[src/logic/croc_pkg.sv]
package croc_pkg;

  // ----------------------------------------------------------------------
  // Bus widths
  // ----------------------------------------------------------------------
  localparam int unsigned AddrWidth = 32;
  localparam int unsigned DataWidth = 32;
  localparam int unsigned BeWidth   = DataWidth / 8;

  // ----------------------------------------------------------------------
  // Address map
  // ----------------------------------------------------------------------
  // SRAM also serves as the boot location
  localparam logic [AddrWidth-1:0] SramBaseAddr = 32'h1000_0000;
  localparam int unsigned SramNumWords      = 512;
  localparam int unsigned SramWordAddrWidth = 9;
  // Byte address bits spanned by the SRAM
  localparam int unsigned SramWinBits       = SramWordAddrWidth + 2;

  localparam logic [AddrWidth-1:0] PeriphBase  = 32'h0300_0000;
  localparam logic [AddrWidth-1:0] SocCtrlBase = 32'h0300_0000;
  localparam logic [AddrWidth-1:0] GpioBase    = 32'h0300_5000;
  localparam logic [AddrWidth-1:0] TimerBase   = 32'h0300_A000;

  // 64 KiB peripheral space, 4 KiB per block
  localparam int unsigned PeriphSpaceBits = 16;
  localparam int unsigned PeriphWinBits   = 12;

  // ----------------------------------------------------------------------
  // Register offsets
  // ----------------------------------------------------------------------
  localparam int unsigned RegOffsetWidth = 5;

  localparam logic [RegOffsetWidth-1:0] BootAddrOffs = 5'h00;
  localparam logic [RegOffsetWidth-1:0] FetchEnOffs  = 5'h04;

  localparam logic [RegOffsetWidth-1:0] GpioOutOffs       = 5'h00;
  localparam logic [RegOffsetWidth-1:0] GpioOutEnOffs     = 5'h04;
  localparam logic [RegOffsetWidth-1:0] GpioInOffs        = 5'h08;
  localparam logic [RegOffsetWidth-1:0] GpioIrqEnOffs     = 5'h0C;
  localparam logic [RegOffsetWidth-1:0] GpioIrqStatusOffs = 5'h10;

  localparam logic [RegOffsetWidth-1:0] TimerCtrlOffs  = 5'h00;
  localparam logic [RegOffsetWidth-1:0] TimerCmpOffs   = 5'h04;
  localparam logic [RegOffsetWidth-1:0] TimerCountOffs = 5'h08;

  // ----------------------------------------------------------------------
  // Pins, interrupts, error response
  // ----------------------------------------------------------------------
  localparam int unsigned GpioCount = 16;

  localparam int unsigned NumIrqs  = 2;
  localparam int unsigned IrqTimer = 0;
  localparam int unsigned IrqGpio  = 1;

  // Returned for any unmapped access
  localparam logic [DataWidth-1:0] ErrRspData = 32'hBADC_AB1E;

  typedef enum logic [2:0] {
    TgtSram,
    TgtSocCtrl,
    TgtGpio,
    TgtTimer,
    TgtError
  } bus_target_e;

endpackage

[src/logic/bus_decode.sv]
module bus_decode import croc_pkg::*; (
  input  logic                         clk_i,
  input  logic                         reset_i,

  input  logic                         req_i,
  input  logic                         we_i,
  input  logic [AddrWidth-1:0]         addr_i,
  input  logic [DataWidth-1:0]         wdata_i,
  input  logic [BeWidth-1:0]           be_i,
  output logic                         rvalid_o,
  output logic [DataWidth-1:0]         rdata_o,
  output logic                         err_o,

  output logic                         tgt_we_o,
  output logic [DataWidth-1:0]         tgt_wdata_o,
  output logic [BeWidth-1:0]           tgt_be_o,

  output logic                         sram_req_o,
  output logic [SramWordAddrWidth-1:0] sram_addr_o,
  input  logic                         sram_rvalid_i,
  input  logic [DataWidth-1:0]         sram_rdata_i,

  output logic                         soc_req_o,
  output logic                         gpio_req_o,
  output logic                         timer_req_o,
  output logic [RegOffsetWidth-1:0]    reg_offs_o,
  input  logic                         soc_rvalid_i,
  input  logic [DataWidth-1:0]         soc_rdata_i,
  input  logic                         gpio_rvalid_i,
  input  logic [DataWidth-1:0]         gpio_rdata_i,
  input  logic                         timer_rvalid_i,
  input  logic [DataWidth-1:0]         timer_rdata_i
);

  bus_target_e tgt_sel, tgt_q;
  logic        err_req_q;
  logic [3:0]  tgt_req, tgt_rvalid;

  // ----------------------------------------------------------------------
  // Address decode
  // ----------------------------------------------------------------------
  always_comb begin
    tgt_sel = TgtError;
    if (addr_i[AddrWidth-1:SramWinBits] == SramBaseAddr[AddrWidth-1:SramWinBits]) begin
      tgt_sel = TgtSram;
    end else if (addr_i[AddrWidth-1:PeriphSpaceBits] ==
                 PeriphBase[AddrWidth-1:PeriphSpaceBits]) begin
      // Holes between the blocks stay on the error target
      if (addr_i[AddrWidth-1:PeriphWinBits] == SocCtrlBase[AddrWidth-1:PeriphWinBits]) begin
        tgt_sel = TgtSocCtrl;
      end else if (addr_i[AddrWidth-1:PeriphWinBits] == GpioBase[AddrWidth-1:PeriphWinBits]) begin
        tgt_sel = TgtGpio;
      end else if (addr_i[AddrWidth-1:PeriphWinBits] == TimerBase[AddrWidth-1:PeriphWinBits]) begin
        tgt_sel = TgtTimer;
      end
    end
  end

  assign sram_req_o  = req_i && (tgt_sel == TgtSram);
  assign soc_req_o   = req_i && (tgt_sel == TgtSocCtrl);
  assign gpio_req_o  = req_i && (tgt_sel == TgtGpio);
  assign timer_req_o = req_i && (tgt_sel == TgtTimer);

  assign tgt_we_o    = we_i;
  assign tgt_wdata_o = wdata_i;
  assign tgt_be_o    = be_i;
  assign sram_addr_o = addr_i[SramWinBits-1:2];
  assign reg_offs_o  = addr_i[RegOffsetWidth-1:0];

  // Pending target, and the error responder's single slot
  always_ff @(posedge clk_i) begin
    if (reset_i) begin
      tgt_q     <= TgtError;
      err_req_q <= 1'b0;
    end else begin
      tgt_q     <= tgt_sel;
      err_req_q <= req_i && (tgt_sel == TgtError);
    end
  end

  // ----------------------------------------------------------------------
  // Response mux
  // ----------------------------------------------------------------------
  always_comb begin
    rvalid_o = 1'b0;
    rdata_o  = '0;
    err_o    = 1'b0;
    case (tgt_q)
      TgtSram: begin
        rvalid_o = sram_rvalid_i;
        rdata_o  = sram_rdata_i;
      end
      TgtSocCtrl: begin
        rvalid_o = soc_rvalid_i;
        rdata_o  = soc_rdata_i;
      end
      TgtGpio: begin
        rvalid_o = gpio_rvalid_i;
        rdata_o  = gpio_rdata_i;
      end
      TgtTimer: begin
        rvalid_o = timer_rvalid_i;
        rdata_o  = timer_rdata_i;
      end
      default: begin
        rvalid_o = err_req_q;
        err_o    = err_req_q;
        rdata_o  = err_req_q ? ErrRspData : '0;
      end
    endcase
  end

  assign tgt_req    = {sram_req_o, soc_req_o, gpio_req_o, timer_req_o};
  assign tgt_rvalid = {sram_rvalid_i, soc_rvalid_i, gpio_rvalid_i, timer_rvalid_i};

  // Every accepted request is answered in the next cycle
  assert property (@(posedge clk_i) disable iff (reset_i) req_i |=> rvalid_o);

  // A target may only answer the cycle after it was strobed
  assert property (@(posedge clk_i) disable iff (reset_i)
    (tgt_rvalid & ~$past(tgt_req)) == '0);

endmodule

[config.mk]
export PLATFORM = sky130hd
export DESIGN_NAME = bus_decode
export DESIGN_NICKNAME = d
export VERILOG_FILES = /design/src/logic/croc_pkg.sv /design/src/logic/bus_decode.sv
export SDC_FILE = /design/constraint.sdc
export NUM_CORES = 1
export LEC_CHECK = 0
export BUFFER_PORTS_ARGS = -buffer_cell sky130_fd_sc_hd__buf_2
export CORE_AREA = 2 2 115 117
export CTS_CLUSTER_DIAMETER = 150
export DETAILED_ROUTE_END_ITERATION = 7
export DIE_AREA = 0 0 117 119
export PLACE_DENSITY = 0.6
export SLEW_MARGIN = 20
export SYNTH_ARGS = -nofsm -noshare
export SYNTH_HDL_FRONTEND = slang
export SYNTH_SLANG_ARGS = --single-unit
export TNS_END_PERCENT = 100
[constraint.sdc]
create_clock -name clk_i -period 1.5 [get_ports clk_i]
set_clock_uncertainty 0.05 [all_clocks]
set_input_delay 0.15 -clock clk_i [delete_from_list [all_inputs] [get_ports clk_i]]
set_output_delay 0.15 -clock clk_i [all_outputs]
set_load 0.02 [all_outputs]
==> results of run 1 <==
==> power groups by stage <==
| stage | Combinational [mW] | Sequential, mW | Clock, mW |
|---|---|---|---|
| floorplan | 0.347 | 0.110 | 0 |
| global placement | 0.399 | 0.111 | 0 |
| detailed placement | 0.404 | 0.111 | 0 |
| CTS | 0.438 | 0.108 | 0.422 |
| global route | 0.488 | 0.104 | 0.434 |
| finish | 0.445 | 0.104 | 0.413 |
==> stage by stage <==
step | power (mW) | setup WS (ns) | hold WS, ns | TNS [ns]
6_report | 0.962 | -0.309 | 0.0950 | -7.42
3_3_place_gp | 0.510 | -0.189 | 0.250 | -3.86
2_1_floorplan | 0.457 | 0.00424 | 0.177 | 0
4_1_cts | 0.968 | -0.321 | 0.0818 | -8.32
3_5_place_dp | 0.515 | -0.216 | 0.250 | -4.05
5_1_grt | 1.03 | -0.390 | 0.107 | -10.25
==> worst min-delay path by stage <==
| stage | cells past startpoint | slack (ns) | from | endpoint |
|---|---|---|---|---|
| CTS | 2 | 0.08 | reset_i | err_req_q |
| global route | 2 | 0.11 | reset_i | err_req_q |
| global placement | 0 | 0.25 | addr_i[7] | sram_addr_o[5] |
| floorplan | 1 | 0.18 | reset_i | err_req_q |
| detailed placement | 0 | 0.25 | addr_i[7] | sram_addr_o[5] |
| finish | 2 | 0.09 | reset_i | err_req_q |
==> cell usage in the layout (no fill, tap or decap), types with 3 or more instances in the layout <==
cell type	n
sky130_fd_sc_hd__mux2i_4	3
sky130_fd_sc_hd__a211oi_2	14
sky130_fd_sc_hd__and2_1	3
sky130_fd_sc_hd__buf_2	176
sky130_fd_sc_hd__nor2b_1	8
sky130_fd_sc_hd__a211oi_1	8
sky130_fd_sc_hd__buf_12	4
sky130_fd_sc_hd__mux4_2	13
sky130_fd_sc_hd__dfxtp_4	3
sky130_fd_sc_hd__nor2_1	22
sky130_fd_sc_hd__o21ai_1	12
sky130_fd_sc_hd__nor2b_4	6
sky130_fd_sc_hd__buf_6	21
sky130_fd_sc_hd__buf_4	17
sky130_fd_sc_hd__mux2i_1	17
sky130_fd_sc_hd__clkbuf_16	3
sky130_fd_sc_hd__and3b_1	3
sky130_fd_sc_hd__nand2_1	20
sky130_fd_sc_hd__o21ai_2	9
sky130_fd_sc_hd__buf_8	3
==> critical path: stages (launching register included) <==
cell	delay [ns]
sky130_fd_sc_hd__dfxtp_4	0.37
sky130_fd_sc_hd__buf_12	0.14
sky130_fd_sc_hd__buf_12	0.11
sky130_fd_sc_hd__mux4_2	0.47
sky130_fd_sc_hd__nor2b_1	0.14
sky130_fd_sc_hd__buf_4	0.15
==> final cells by class <==
type / instances / area (µm²) / area share, %
Timing Repair Buffer: 221 / 1370 / 42.1
Tap cell: 176 / 220 / 6.76
Sequential cell: 4 / 91.3 / 2.80
Clock buffer: 3 / 75.1 / 2.31
Multi-Input combinational cell: 161 / 1500 / 46.1
==> sequential cells by signal, indices dropped and copies added, names as in the netlist <==
| register | count |
|---|---|
| tgt_q | 3 |
| err_req_q | 1 |
==> logic make-up after synthesis <==
family	after synthesis	share of synthesized area, %
DFF	4	4.47
buffers and inverters	68	26.2
muxes	33	27.5
and+or+nand+nor	81	25.3
AOI/OAI and AO/OA	45	16.5
==> repair_timing <==
| item | 4_1_cts | 5_1_grt |
|---|---|---|
| hold endpoints to repair | 0 | 0 |
| resized for setup | 61 | 27 |
| pin swaps | 10 | 11 |
| endpoints found under the setup margin | 36 | 37 |
| gates cloned | 1 | 1 |
| buffers inserted | 6 | 1 |
==> layer usage <==
layer  track usage, %  wire length, µm  up-vias
met4             2.06              176        0
met1             10.3             2780     1032
li1                 -                -     1101
met2             20.8             4320      146
met5                0                0        -
met3             2.70              712       26
==> results.cfg, run 1 <==
[outcome]
run_status = finished, violations left
violations = setup timing

[job]
timing.max_cap.violations = 0

[place]
placement.io_buffers = 193
hpwl_mm = 6.41
place.detailed.instances = 553
placed_cell_area_mm2 = 0.00275
place.gp.congestion = 0.769

[final_layout]
nFillCells = 1408
final_core_utilization_pct = 25.3
final_cell_area_mm2 = 0.00326
area_added_between_synthesis_and_finish_pct = 81.6
n_antenna_cell = 0
layout-drive-gt1-share_pct = 74.6
design.final.nets = 595
finish.cell_count_without_fillers = 565

[power_and_ir_drop]
power_frac_clock_pct = 43.0
powerDensity_mw_per_mm2 = 296
switchingPower_mw = 0.263
leakage_nw = 1.45
max-vdd-ir-drop_mv = 0.267
sequentialPowerShare_pct = 10.8
swShare_pct = 27.3
comb_power_share_pct = 46.2
intPower_mw = 0.700

[detailed_routing]
antenna_violating_nets_post_route = 0
detail_route.drc_violations = 0
drt-vias-per-instance = 4.08
postRouteWirelength_mm = 7.99
route.vias.total = 2305
wl_per_cell_um = 14.1
drt-initial-drc-count = 23
drt_pass1_iterations = 3

[clock_tree]
clock_path_buffers = 2
clk_pin_slew_worst_paths_ns = 0.03
numCtsBuffers = 3
cts_hold_repair.buffers = 0
cts_tree = done
cts.sink_count = 4
htree_num_levels = 1
ctsRootBufferMaster = sky130_fd_sc_hd__clkbuf_16

[yosys]
synthTopCellsByCount = 54 x sky130_fd_sc_hd__buf_4, 23 x sky130_fd_sc_hd__nor2_1, 22 x sky130_fd_sc_hd__nand2_1
postSynthCellCount = 231
syn-cell-area_mm2 = 0.00179
synth_top_cells_by_area = sky130_fd_sc_hd__buf_4 23%, sky130_fd_sc_hd__mux4_2 16%, sky130_fd_sc_hd__mux2i_1 11%, sky130_fd_sc_hd__a211oi_1 8.8%, sky130_fd_sc_hd__o21ai_0 5.6%
netlist.top_cell.by_area = sky130_fd_sc_hd__buf_4
synth-async-reset-ratio_pct = 0
number_of_enable_type_register_cells_in_the_synthesized_netlist = 0
synth.yosys.seq_area_share_pct = 4.47
fraction_of_synthesized_cell_area_taken_by_the_top_area_cell_type_pct = 22.6
synth.distinct_cells = 30
syn_area_per_cell_um2 = 7.76
count_of_state_elements_after_synthesis = 4
synth.yosys.warnings = 0
most_instantiated_library_cell_after_synthesis = sky130_fd_sc_hd__buf_4
post_synthesis_net_count = 435
ys.flop_type = sky130_fd_sc_hd__dfxtp_1

[worst_setup_path]
critPathCapture = rdata_o[6]
timing.setup.critical_path_class = reg -> out
setup.worst_path.start = tgt_q[0]
cp-start-kind = register
worst_setup_end_kind = output port
critical_path_arrival_ns = 1.61
timing.critical_path.fanout_max = 9
worst_path_required_ns = 1.30

[grt]
total_track_usage_pct = 10.3
gr-total-overflow = 0
grt_antenna_before_repair = 0
grt_pass1_vias = 2250
pin_count_of_the_biggest_net_entering_global_routing = 21
grt_first_pass_wirelength_mm = 11.0

[timing]
worst_pin_slew_ns = 0.412
worst_slack_ns = -0.309
post-route-period-util_pct = 121
unrepaired_setup_endpoints_after_global_routing = yes
final_period_demand_of_the_worst_path_ns = 1.81
timing.final.max_slew_violations = 0
final_hold_viol_count = 0
worst_slew_margin_rel_pct = 72.4
report.final.setup_viol = 34
maxClockFrequency_mhz = 553

[floorplan]
core_area_mm2 = 0.0129
placement_rows = 42
top_level_ports = 293
die_width_um = 117
chipHeight_um = 119
start_util_pct = 13.9
die_area_mm2 = 0.0139

[hold_path]
worst_hold_path_type = in -> reg
No activity file was read; power rests on OpenSTA's default activity.
==> run 2, diff against run 1 <==
- GPL_TIMING_DRIVEN: unset -> 0
==> run 2 against run 1 <==
Effect of this change:
- highest routed layer unchanged
- cell count is 18% higher
- total power is 28% higher
- clock power hardly changed
- design area is 21% higher
- the flow still finishes with violations (setup timing)
- maximum frequency is 3.6% lower
- flip-flop and latch count stayed put
- worst setup slack worse by 0.067 ns
==> results.cfg, run 2 (same netlist as run 1, synthesis figures left out) <==
[outcome]
run_status = finished, violations left
violations = setup timing

[grt]
gr-total-overflow = 0
grt_pass1_vias = 2552
total_track_usage_pct = 11.3
pin_count_of_the_biggest_net_entering_global_routing = 11
grt_first_pass_wirelength_mm = 12.2
grt_antenna_before_repair = 0

[clock_tree]
cts_tree = done
clock_path_buffers = 2
ctsRootBufferMaster = sky130_fd_sc_hd__clkbuf_16
htree_num_levels = 1
clk_pin_slew_worst_paths_ns = 0.03
cts.sink_count = 4
cts_hold_repair.buffers = 0
numCtsBuffers = 3

[power_and_ir_drop]
max-vdd-ir-drop_mv = 0.276
swShare_pct = 32.0
sequentialPowerShare_pct = 8.8
post-layout-total-power_mw = 1.23
comb_power_share_pct = 57.8
power_frac_clock_pct = 33.5
intPower_mw = 0.839
switchingPower_mw = 0.394
powerDensity_mw_per_mm2 = 313
leakage_nw = 1.92

[detailed_routing]
detail_route.drc_violations = 0
drt-initial-drc-count = 38
drt_pass1_iterations = 4
antenna_violating_nets_post_route = 0
wl_per_cell_um = 13.1
postRouteWirelength_mm = 8.69
route.vias.total = 2608
drt-vias-per-instance = 3.93

[timing]
report.final.setup_viol = 36
worst_pin_slew_ns = 0.497
worst_slew_margin_rel_pct = 66.8
timing.final.max_slew_violations = 0
minimum_hold_slack_ns = 0.0823
post-route-period-util_pct = 125
final_hold_viol_count = 0
final_period_demand_of_the_worst_path_ns = 1.88
tns_ns = -10.20
unrepaired_setup_endpoints_after_global_routing = yes
worst_slack_ns = -0.376
maxClockFrequency_mhz = 533

[hold_path]
worst_hold_path_type = in -> reg
worst_min_delay_path_endpoint = tgt_q[0]
worst_hold_startpoint = reset_i
min_delay_path_depth = 2

[job]
timing.max_cap.violations = 0

[final_layout]
layout.cells.most_common = sky130_fd_sc_hd__buf_2
final_core_utilization_pct = 30.6
multi_input_area_mm2 = 0.00150
seq_area_um2 = 83.8
max_flop_register = tgt_q
design.final.nets = 694
finish.cell_count_without_fillers = 664
n_antenna_cell = 0
nFillCells = 1374
top_regs = tgt_q: 3 flops, err_req_q: 1 flops
final_cell_area_mm2 = 0.00394
max_reg_flops = 3
area_added_between_synthesis_and_finish_pct = 120
final_cell_mix = 220 x sky130_fd_sc_hd__buf_2, 66 x sky130_fd_sc_hd__buf_4, 23 x sky130_fd_sc_hd__buf_6
layout-drive-gt1-share_pct = 79.1

[worst_setup_path]
cp-start-kind = register
worst_setup_end_kind = output port
critical_path_arrival_ns = 1.68
worst_path_required_ns = 1.30
timing.setup.critical_path_class = reg -> out
setup.worst_path.start = tgt_q[0]
timing.critical_path.fanout_max = 6

[place]
hpwl_mm = 7.05
place.gp.congestion = 0.756
placement.io_buffers = 244
place.detailed.instances = 651
place_worst_setup_slack_ns = -0.480
placed_cell_area_mm2 = 0.00328

[floorplan]
start_util_pct = 13.9
core_area_mm2 = 0.0129
chipHeight_um = 119
placement_rows = 42
die_area_mm2 = 0.0139
top_level_ports = 293
die_width_um = 117
-- run 2: timing repair --
action                                  CTS  global route
pin swaps                                 6            19
cloned                                    2             1
buffers inserted                          7             1
endpoints found under the setup margin   38            38
gates resized for setup                  63            57
-- run 2: worst max-delay path by stage --
stage	endpoint	slack, ns	depth (start not counted)
after floorplan	rdata_o[15]	0.004	5
final	rdata_o[5]	-0.38	5
after global routing	rdata_o[18]	-0.44	7
after global placement	rdata_o[22]	-0.46	5
after detailed placement	rdata_o[18]	-0.48	5
after CTS	rdata_o[18]	-0.40	7
-- run 2: layout make-up --
cell class	instances	share of cell area, %
repair buffers	255	38.2
well taps	176	5.59
multi-input cells	159	38.1
clock buffers	3	1.90
plain buffers	67	14.1
flip-flops and latches	4	2.13
-- run 2: power by group through the flow --
| stage | registers, mW | clock network (mW) | logic (mW) |
|---|---|---|---|
| 5_1_grt | 0.108 | 0.431 | 0.767 |
| 4_1_cts | 0.108 | 0.420 | 0.683 |
| 2_1_floorplan | 0.110 | 0 | 0.347 |
| 3_5_place_dp | 0.111 | 0 | 0.656 |
| 3_3_place_gp | 0.111 | 0 | 0.648 |
| 6_report | 0.108 | 0.413 | 0.712 |
-- run 2: critical path, stage by stage (launching register included) --
cell                      delay (ns)
sky130_fd_sc_hd__dfxtp_4        0.37
sky130_fd_sc_hd__buf_12         0.16
sky130_fd_sc_hd__buf_6          0.13
sky130_fd_sc_hd__mux4_2         0.49
sky130_fd_sc_hd__nor2b_1        0.14
sky130_fd_sc_hd__buf_2          0.17
-- run 2: routing by layer --
metal | wire [µm] | vias to the layer above | track usage, %
met2 | 4680 | 166 | 23.8
met1 | 3270 | 1140 | 11.7
met3 | 723 | 2 | 1.58
met4 | 22 | 0 | 1.18
met5 | 0 | - | 0
li1 | - | 1300 | -
==> run 3, diff against run 2 <==
- ABC_AREA: unset -> 1
- CORE_AREA: 2 2 115 117 -> 2 2 113 115
- DIE_AREA: 0 0 117 119 -> 0 0 115 117
- PLACE_DENSITY: 0.6 -> 0.61
==> run 3 against run 2 <==
Effect of this change:
- the flow still finishes with violations (setup timing)
- via count grew 9.7%
- core utilization down 1.6 points
- global-route usage about the same
- design area is 9.3% lower
- sequential share of layout area is 0.22 points higher
- sequential power hardly changed
- cell count up 9.6%
- first-iteration DRC count increased by 66%
- critical endpoint is now rdata_o[25]
- largest cell class unchanged
==> results.cfg, run 3 <==
[hold_path]
worst_hold_path_type = in -> reg
worst_hold_startpoint = reset_i

[grt]
grt_pass1_vias = 2471
use_met3_pct = 2.37
grt_first_pass_wirelength_mm = 11.9
pin_count_of_the_biggest_net_entering_global_routing = 11
grt.busiest_layer = met2
total_track_usage_pct = 11.3
globalRouteMet2Util_pct = 21.3
grt_antenna_before_repair = 0
grt.met1_usage_pct = 13.8
gr-total-overflow = 0

[yosys]
syn-cell-area_mm2 = 0.00173
synth-async-reset-ratio_pct = 0
synth.yosys.warnings = 0
netlist.top_cell.by_area = sky130_fd_sc_hd__nand2_1
most_instantiated_library_cell_after_synthesis = sky130_fd_sc_hd__nand2_1
synth.distinct_cells = 20
synth_top_cells_by_area = sky130_fd_sc_hd__nand2_1 31%, sky130_fd_sc_hd__buf_4 23%, sky130_fd_sc_hd__nand4_1 7.6%, sky130_fd_sc_hd__inv_1 6.1%, sky130_fd_sc_hd__nand3_1 5.2%
count_of_state_elements_after_synthesis = 4
syn_area_per_cell_um2 = 5.31
number_of_enable_type_register_cells_in_the_synthesized_netlist = 0
fraction_of_synthesized_cell_area_taken_by_the_top_area_cell_type_pct = 30.6
synth.yosys.seq_area_share_pct = 4.62
postSynthCellCount = 326
synthTopCellsByCount = 141 x sky130_fd_sc_hd__nand2_1, 54 x sky130_fd_sc_hd__buf_4, 28 x sky130_fd_sc_hd__inv_1
ys.flop_type = sky130_fd_sc_hd__dfxtp_1
post_synthesis_net_count = 530

[timing]
timing.final.max_slew_violations = 0
post-route-period-util_pct = 109
worst_slew_margin_rel_pct = 84.2
maxClockFrequency_mhz = 613
unrepaired_setup_endpoints_after_global_routing = yes
tns_ns = -2.72
worst_slack_ns = -0.131
minimum_hold_slack_ns = 0.0743
report.final.setup_viol = 33
final_hold_viol_count = 0
final_period_demand_of_the_worst_path_ns = 1.63
worst_pin_slew_ns = 0.236

[clock_tree]
ctsRootBufferMaster = sky130_fd_sc_hd__clkbuf_16
cts_hold_repair.buffers = 0
numCtsBuffers = 3
htree_num_levels = 1
clock_path_buffers = 2
clk_pin_slew_worst_paths_ns = 0.03
cts_tree = done
cts.sink_count = 4

[power_and_ir_drop]
post-layout-total-power_mw = 1.14
powerDensity_mw_per_mm2 = 319
max-vdd-ir-drop_mv = 0.463
leakage_nw = 2.04

[floorplan]
start_util_pct = 14.1
chipHeight_um = 117
top_level_ports = 293
core_area_mm2 = 0.0123
die_area_mm2 = 0.0135
die_width_um = 115
placement_rows = 41

[detailed_routing]
route.vias.total = 2860
detail_route.drc_violations = 0
drt-vias-per-instance = 3.93
wl_per_cell_um = 12.7
drt_pass1_iterations = 4
drt-initial-drc-count = 63
antenna_violating_nets_post_route = 0
postRouteWirelength_mm = 9.25

[worst_setup_path]
worst_path_required_ns = 1.30
timing.critical_path.fanout_max = 10
cp-start-kind = register
worst_setup_end_kind = output port
timing.setup.critical_path_class = reg -> out
setup.worst_path.start = tgt_q[2]
critical_path_arrival_ns = 1.43

[place]
placed_cell_area_mm2 = 0.00314
placement.io_buffers = 244
place.gp.congestion = 0.770
hpwl_mm = 7.51

[final_layout]
final_cell_area_mm2 = 0.00358
max_flop_register = tgt_q
design.final.nets = 784
max_reg_flops = 3
n_antenna_cell = 0
area_added_between_synthesis_and_finish_pct = 107
layout.cells.most_common = sky130_fd_sc_hd__buf_2
nFillCells = 1383
layout-drive-gt1-share_pct = 60.7
final_cell_mix = 211 x sky130_fd_sc_hd__buf_2, 135 x sky130_fd_sc_hd__nand2_1, 65 x sky130_fd_sc_hd__buf_4
top_regs = tgt_q: 3 flops, err_req_q: 1 flops

[job]
timing.max_cap.violations = 0

[outcome]
violations = setup timing
run_status = finished, violations left
==> run 3: final timing paths <==
| path | endpoint | slack (ns) | cells after the start |
|---|---|---|---|
| worst max-delay path | rdata_o[25] | -0.13 | 9 |
| worst min-delay path | tgt_q[0] | 0.07 | 2 |
==> run 3: cells by family (layout without fill, tap and decap cells) <==
logic type | count (synthesis) | after routing | synth area share [%]
simple gates | 211 | 211 | 52.2
buf+inv | 97 | 349 | 35.2
compound gates | 14 | 14 | 7.95
flops | 4 | 4 | 4.62
==> run 3: worst max-delay path, cell delays in order (launching register included) <==
cell and delay [ns]:
sky130_fd_sc_hd__dfxtp_2 0.32, sky130_fd_sc_hd__inv_2 0.06, sky130_fd_sc_hd__nand2_2 0.05, sky130_fd_sc_hd__nor2_4 0.18, sky130_fd_sc_hd__buf_8 0.18, sky130_fd_sc_hd__nand2_1 0.07, sky130_fd_sc_hd__nand2_1 0.07, sky130_fd_sc_hd__inv_1 0.04
sky130_fd_sc_hd__nand4_1 0.10, sky130_fd_sc_hd__buf_6 0.14
==> run 3: layout make-up <==
class	count	area [µm²]	area share [%]
Clock buffer	3	75.1	2.10
Sequential cell	4	83.8	2.34
Multi-Input combinational cell	225	1080	30.3
Inverter	32	130	3.64
Timing Repair Buffer	249	1450	40.6
Buffer	65	564	15.8
Tap cell	150	188	5.25
==> run 3: repair_timing <==
item | in CTS | in global routing
gates resized for setup | 66 | 32
cloned | 0 | 1
pin swaps | 3 | 2
setup buffers | 4 | 0
endpoints found under the setup margin | 34 | 34
==> run 3: routing by layer <==
metal | vias up | part of all wire [%]
li1 | 1477 | -
met1 | 1209 | 41
met3 | 2 | 8.4
met4 | 0 | 0.086
met2 | 172 | 51
met5 | - | 0
==> run 3: per-stage QoR <==
step           worst slack (ns)  cells  util (%)
2_1_floorplan             0.277    326         -
3_3_place_gp             -0.130    720      25.5
3_5_place_dp             -0.109    720      25.5
4_1_cts                  -0.166    727      28.0
5_1_grt                  -0.228    728      29.1
6_report                 -0.131    728      29.1
==> run 3: where the power goes <==
| group | leakage, nW | switching, mW | total [mW] | internal (mW) |
|---|---|---|---|---|
| combinational | 1.97 | 0.288 | 0.624 | 0.335 |
| clock | 0.0370 | 0.0679 | 0.408 | 0.340 |
| sequential | 0.0331 | 0.000318 | 0.109 | 0.109 |
